===== config.mk =====
export PLATFORM = sky130hd
export DESIGN_NAME = dcache_way_flat
export DESIGN_NICKNAME = d
export VERILOG_FILES = /design/src/rtl/dcache_pkg.sv /design/src/rtl/dcache_way_if.sv /design/src/rtl/dcache_way.sv /design/src/flat_wrapper.sv
export VERILOG_INCLUDE_DIRS = /design/src /design/src/include
export SDC_FILE = /design/constraint.sdc
export NUM_CORES = 2
export LEC_CHECK = 0
export ABC_AREA = 1
export BUFFER_PORTS_ARGS = -buffer_cell sky130_fd_sc_hd__buf_4
export CAP_MARGIN = 30
export CORE_UTILIZATION = 45
export CTS_BUF_LIST = sky130_fd_sc_hd__clkbuf_16
export CTS_CLUSTER_SIZE = 10
export DETAILED_ROUTE_END_ITERATION = 10
export GPL_TIMING_DRIVEN = 0
export PLACE_DENSITY_LB_ADDON = 0.08
export SETUP_SLACK_MARGIN = 0.02
export SLEW_MARGIN = 10
export SYNTH_ARGS = -nofsm -noshare
export SYNTH_HDL_FRONTEND = slang
export SYNTH_SLANG_ARGS = --single-unit

===== constraint.sdc =====
create_clock -name i_clk -period 5.6 [get_ports i_clk]
set_clock_uncertainty 0.1 [all_clocks]
set_input_delay 1.68 -clock i_clk [delete_from_list [all_inputs] [get_ports i_clk]]
set_output_delay 1.68 -clock i_clk [all_outputs]
set_load 0.1 [all_outputs]

===== src/include/dcache_settings.svh =====
`ifndef DCACHE_SETTINGS_SVH
`define DCACHE_SETTINGS_SVH

// cache geometry
// two ways only, the LRU state is a single bit per set
`define DC_WAYS 2
`define DC_SETS 16
`define DC_WORDS_PER_LINE 4

// write-back credits held after reset
`define DC_WB_CREDITS 2

// derived address widths for a 32-bit byte address
`define DC_INDEX_W $clog2(`DC_SETS)
`define DC_OFFSET_W $clog2(`DC_WORDS_PER_LINE)
`define DC_TAG_W (32 - `DC_INDEX_W - `DC_OFFSET_W - 2)

`endif

===== src/rtl/dcache_pkg.sv =====
`default_nettype none
`include "dcache_settings.svh"

package dcache_pkg;

	// field view of a request address, msb first
	typedef struct packed {
		logic [`DC_TAG_W-1:0]    tag;
		logic [`DC_INDEX_W-1:0]  index;
		logic [`DC_OFFSET_W-1:0] word_off;
		logic [1:0]              byte_off;
	} addr_fields_t;

	// raw view goes to memory, field view indexes the ways
	typedef union packed {
		logic [31:0]  raw;
		addr_fields_t f;
	} addr_u;

	typedef logic [31:0] word_t;

	// word 0 sits at the lowest address of the line
	typedef word_t [`DC_WORDS_PER_LINE-1:0] line_t;

	typedef logic way_idx_t;

endpackage

`default_nettype wire


===== src/rtl/dcache_way_if.sv =====
`timescale 1ns/1ps
`default_nettype none
`include "dcache_settings.svh"

interface dcache_way_if;
	import dcache_pkg::*;

	// lookup side, from the registered request
	logic [`DC_INDEX_W-1:0]       lk_index;
	logic [`DC_TAG_W-1:0]         lk_tag;
	logic [`DC_OFFSET_W-1:0]      lk_offset;

	// write side, one enable bit per word of the line
	logic [`DC_WORDS_PER_LINE-1:0] wr_en;
	logic [`DC_INDEX_W-1:0]       wr_index;
	line_t                        wr_line;
	logic [`DC_TAG_W-1:0]         wr_tag;
	logic                         wr_valid;
	logic                         wr_dirty;

	// read back at the lookup index
	logic                         hit;
	logic                         valid;
	logic                         dirty;
	logic [`DC_TAG_W-1:0]         tag;
	line_t                        line;

	modport ctrl (
		output lk_index, lk_tag, lk_offset,
		output wr_en, wr_index, wr_line, wr_tag, wr_valid, wr_dirty
	);

	modport way (
		input  lk_index, lk_tag,
		input  wr_en, wr_index, wr_line, wr_tag, wr_valid, wr_dirty,
		output hit, valid, dirty, tag, line
	);

	modport sel (
		input lk_index, lk_offset,
		input hit, valid, dirty, tag, line
	);

endinterface

`default_nettype wire


===== src/rtl/dcache_way.sv =====
`timescale 1ns/1ps
`default_nettype none
`include "dcache_settings.svh"

module dcache_way (
	input  wire       i_clk,
	dcache_way_if.way way_if
);
	import dcache_pkg::*;

	logic [`DC_SETS-1:0]  valid_q;
	logic [`DC_SETS-1:0]  dirty_q;
	logic [`DC_TAG_W-1:0] tag_mem [`DC_SETS];
	line_t                data_mem [`DC_SETS];

	// state bits follow any write, data only where the word enable is set
	always_ff @(posedge i_clk) begin
		if (|way_if.wr_en) begin
			valid_q[way_if.wr_index] <= way_if.wr_valid;
			dirty_q[way_if.wr_index] <= way_if.wr_dirty;
			tag_mem[way_if.wr_index] <= way_if.wr_tag;
		end
		for (int w = 0; w < `DC_WORDS_PER_LINE; w++) begin
			if (way_if.wr_en[w]) begin
				data_mem[way_if.wr_index][w] <= way_if.wr_line[w];
			end
		end
	end

	// asynchronous read at the lookup index
	assign way_if.valid = valid_q[way_if.lk_index];
	assign way_if.dirty = dirty_q[way_if.lk_index];
	assign way_if.tag   = tag_mem[way_if.lk_index];
	assign way_if.line  = data_mem[way_if.lk_index];

	// tag compare
	assign way_if.hit = way_if.valid && (way_if.tag == way_if.lk_tag);

endmodule

`default_nettype wire


===== src/flat_wrapper.sv =====
// flat-port wrapper written by rule: the top's interface ports become plain ports
module dcache_way_flat import dcache_pkg::*;
  (i_clk, way_if_lk_index, way_if_lk_tag, way_if_wr_en, way_if_wr_index, way_if_wr_line, way_if_wr_tag, way_if_wr_valid, way_if_wr_dirty, way_if_hit, way_if_valid, way_if_dirty, way_if_tag, way_if_line);
  dcache_way_if way_if_i ();
  input  wire i_clk;
  input wire logic [$bits(way_if_i.lk_index)-1:0] way_if_lk_index;
  input wire logic [$bits(way_if_i.lk_tag)-1:0] way_if_lk_tag;
  input wire logic [$bits(way_if_i.wr_en)-1:0] way_if_wr_en;
  input wire logic [$bits(way_if_i.wr_index)-1:0] way_if_wr_index;
  input wire logic [$bits(way_if_i.wr_line)-1:0] way_if_wr_line;
  input wire logic [$bits(way_if_i.wr_tag)-1:0] way_if_wr_tag;
  input wire logic [$bits(way_if_i.wr_valid)-1:0] way_if_wr_valid;
  input wire logic [$bits(way_if_i.wr_dirty)-1:0] way_if_wr_dirty;
  output wire logic [$bits(way_if_i.hit)-1:0] way_if_hit;
  output wire logic [$bits(way_if_i.valid)-1:0] way_if_valid;
  output wire logic [$bits(way_if_i.dirty)-1:0] way_if_dirty;
  output wire logic [$bits(way_if_i.tag)-1:0] way_if_tag;
  output wire logic [$bits(way_if_i.line)-1:0] way_if_line;
  assign way_if_i.lk_index = way_if_lk_index;
  assign way_if_i.lk_tag = way_if_lk_tag;
  assign way_if_i.wr_en = way_if_wr_en;
  assign way_if_i.wr_index = way_if_wr_index;
  assign way_if_i.wr_line = way_if_wr_line;
  assign way_if_i.wr_tag = way_if_wr_tag;
  assign way_if_i.wr_valid = way_if_wr_valid;
  assign way_if_i.wr_dirty = way_if_wr_dirty;
  assign way_if_hit = way_if_i.hit;
  assign way_if_valid = way_if_i.valid;
  assign way_if_dirty = way_if_i.dirty;
  assign way_if_tag = way_if_i.tag;
  assign way_if_line = way_if_i.line;
  dcache_way u_core (.i_clk(i_clk), .way_if(way_if_i));
endmodule

==> results.py <==
metrics = {
    "place": {
        "place_ws_ps": -2040,
        "place.gp.congestion": 0.919,
        "dp_hpwl_microns": 270000,
        "dp.cells": 10500,
        "port_buffers": 341,
    },
    "clock_network": {
        "cts_tree": "built",
        "clock_sinks": 2464,
        "root_buffer": "clkbuf_16",
        "htreeDepth": 5,
        "clk_pin_slew_ps": 60,
        "cts_made_buffers": 300,
        "hold_buffers": 0,
        "clockBufferDepth": 4,
    },
    "sta": {
        "clock.fmax_mhz": 176,
        "fin_ws_ps": -96.2,
        "tightest_slew_ps": 1000,
        "fin_crit_ps": 5700,
        "hold_slack_ps": 942,
        "rsz0062_at_grt": "yes",
        "hold_viol": 0,
        "setup_tns_ps": -688,
        "slew_headroom_pct": 33.2,
        "setup-violations-final": 27,
        "finalMaxSlewViolations": 0,
        "period_share_pct": 102,
    },
    "worst_setup_path": {
        "required_ps": 3820,
        "cp-start-kind": "primary input",
        "crit_top_cell": "buf_6",
        "worst_ep_arrival_time_ps": 3920,
        "critPathKind": "in2out",
        "worst_path_largest_cell_delay_ps": 280,
        "cp-end-kind": "primary output",
        "crit_chain": "buf_16, buf_4, buf_12, buf_6, clkbuf_2, buf_6, o211ai_1, nand2_1, buf_6",
        "cp_slowest_cell": "buf_4",
        "path_max_fanout": 11,
    },
    "pwr": {
        "p_leak_nw": 40.7,
        "power_w": 0.0425,
        "cellPowerDensity_mw_per_mm2": 356,
        "ir_worst_vdd_mv": 0.361,
    },
    "run_status": {
        "violations": "negative setup slack",
        "status": "complete, but fails checks",
    },
    "synth": {
        "avgSynthCellArea_sq_um": 13.4,
        "ys_types": 27,
        "synth_edf_count": 2464,
        "ys_seq_area_share_pct": 76.7,
        "synth-async-reset-ratio_pct": 0,
        "synthFlopType": "edfxtp_1",
        "yosys_warnings": 0,
        "synth_cells": 7181,
        "synth_nets": 7372,
        "synth_area_sq_mm": 0.0965,
        "ys_ff_latch": 2464,
    },
    "floorplanning": {
        "die-width_microns": 465,
        "floorplan.initialDensity_pct": 45.4,
        "fp.dieArea_sq_mm": 0.216,
        "io_pins": 346,
        "die-height_microns": 465,
        "num_rows": 169,
        "core_sq_mm": 0.213,
    },
    "global_route": {
        "grt_pass1_vias": 64600,
        "grt_pass1_wl_microns": 535000,
        "grt.total_usage_pct": 36.1,
        "grt_start_max_net_pins": 20,
        "antenna_found_initial": 54,
        "grt-ovfl-total": 0,
    },
    "cells_and_area": {
        "seqCellArea_sq_mm": 0.0740,
        "fillers": 17100,
        "multi_input_area_sq_mm": 0.0213,
        "area_growth_syn_to_layout_pct": 23.9,
        "final_cell_count_no_fill": 10900,
        "nNetsFinal": 8234,
        "drive_gt1_share_pct": 19.9,
    },
    "drt": {
        "firstDrtPassIters": 8,
        "drc": 0,
        "postRouteAntennaNets": 0,
        "drt_wl_total_microns": 400000,
        "drtIter0Drc": 11700,
        "wl_per_cell_microns": 36.6,
        "via_per_inst": 6.44,
        "routed-via-count": 70500,
    },
    "run": {
        "cap_violations": 0,
    },
    "min_path": {
        "hp-class": "in2reg",
    },
}
layout make-up:
cell class,instances,share of cell area (%)
diodes,31,0.0649
plain buffers,515,4.01
clock buffers,308,6.44
clock inverters,35,0.148
inverters,121,0.400
multi-input cells,4081,17.8
flip-flops and latches,2464,61.9
well taps,2821,2.95
repair buffers,560,6.31
kinds of logic after synthesis:
group                  synth area share, %
AOI/OAI and AO/OA                     11.2
and+or+nand+nor                       9.05
muxes                                0.145
buffers and inverters                 2.95
DFF                                   76.7
registers in the layout, summed over array words and instances, names as in the netlist:
signal and flops:
u_core.data_mem 2048, u_core.tag_mem 384, u_core.dirty_q 16, u_core.valid_q 16
cells in the final DEF, fill, tap and decap left out, drive strengths merged:
master	count
clkbuf	604
nor4	1
or2	5
mux2i	14
bufbuf	3
nand3	309
o32ai	7
inv	142
o31ai	2
o21ai	1190
bufinv	1
buf	774
edfxtp	2464
o22ai	340
a31oi	1
diode	31
o211ai	84
clkinv	12
clkinvlp	1
nand2	641
clkdlybuf4s15	2
a21oi	8
nor2	1250
nand3b	7
o221ai	222
per-stage QoR:
stage               utilization, %  cell area, sq um
floorplan                        -             97100
global placement              48.5            103000
detailed placement            50.6            108000
CTS                           55.8            119000
global route                  56.3            120000
finish                        56.3            120000
worst max-delay path: cells and delay by family:
kind	cells	cell delay [ps]
AND/OR/NAND/NOR	1	180
buffers and inverters	7	1690
AO/OA/AOI/OAI	1	270
Yosys cell counts, types with 7 or more instances:
master	instances	area [sq um]
a21oi_1	8	40.0
buf_1	13	48.8
buf_2	123	616
buf_4	39	293
buf_6	21	236
clkbuf_1	318	1190
edfxtp_1	2464	74000
inv_1	118	443
mux2i_1	14	140
nand2_1	641	2410
nand3_1	309	1550
nand3b_1	7	52.6
nor2_1	1250	4690
o211ai_1	84	631
o21ai_0	1152	5770
o21ai_1	38	190
o221ai_1	222	1940
o22ai_1	340	2130
o32ai_1	7	61.3
report_power, final:
part / total [W] / leakage, nW / internal [W] / switching, W
combinational: 0.00489 / 14.5 / 0.00130 / 0.00359
clock: 0.0168 / 3.96 / 0.00970 / 0.00712
sequential: 0.0208 / 22.3 / 0.0207 / 0.0000873
worst paths after layout:
kind                               start                     to  slack [ps]  cells after the start
worst min-delay path   way_if_wr_line[5]  u_core.data_mem[4][5]         940                      1
worst max-delay path  way_if_lk_index[2]        way_if_line[97]        -100                      9
timing repair:
item                                   CTS  global route
endpoints found under the hold margin    0             0
setup endpoints to repair              144           123
cloned                                   4             4
resized for setup                      938           282
buffers inserted                        10             9
pin swaps                               36            40
layer usage:
layer	routed length (microns)	track usage, %	vias to the layer above
met5	231	0	-
met4	24600	19.8	34
met3	55300	10.7	1066
met2	171000	52.0	5509
met1	149000	49.0	35400
li1	-	-	28500
Power figures use the tool's default switching activity.
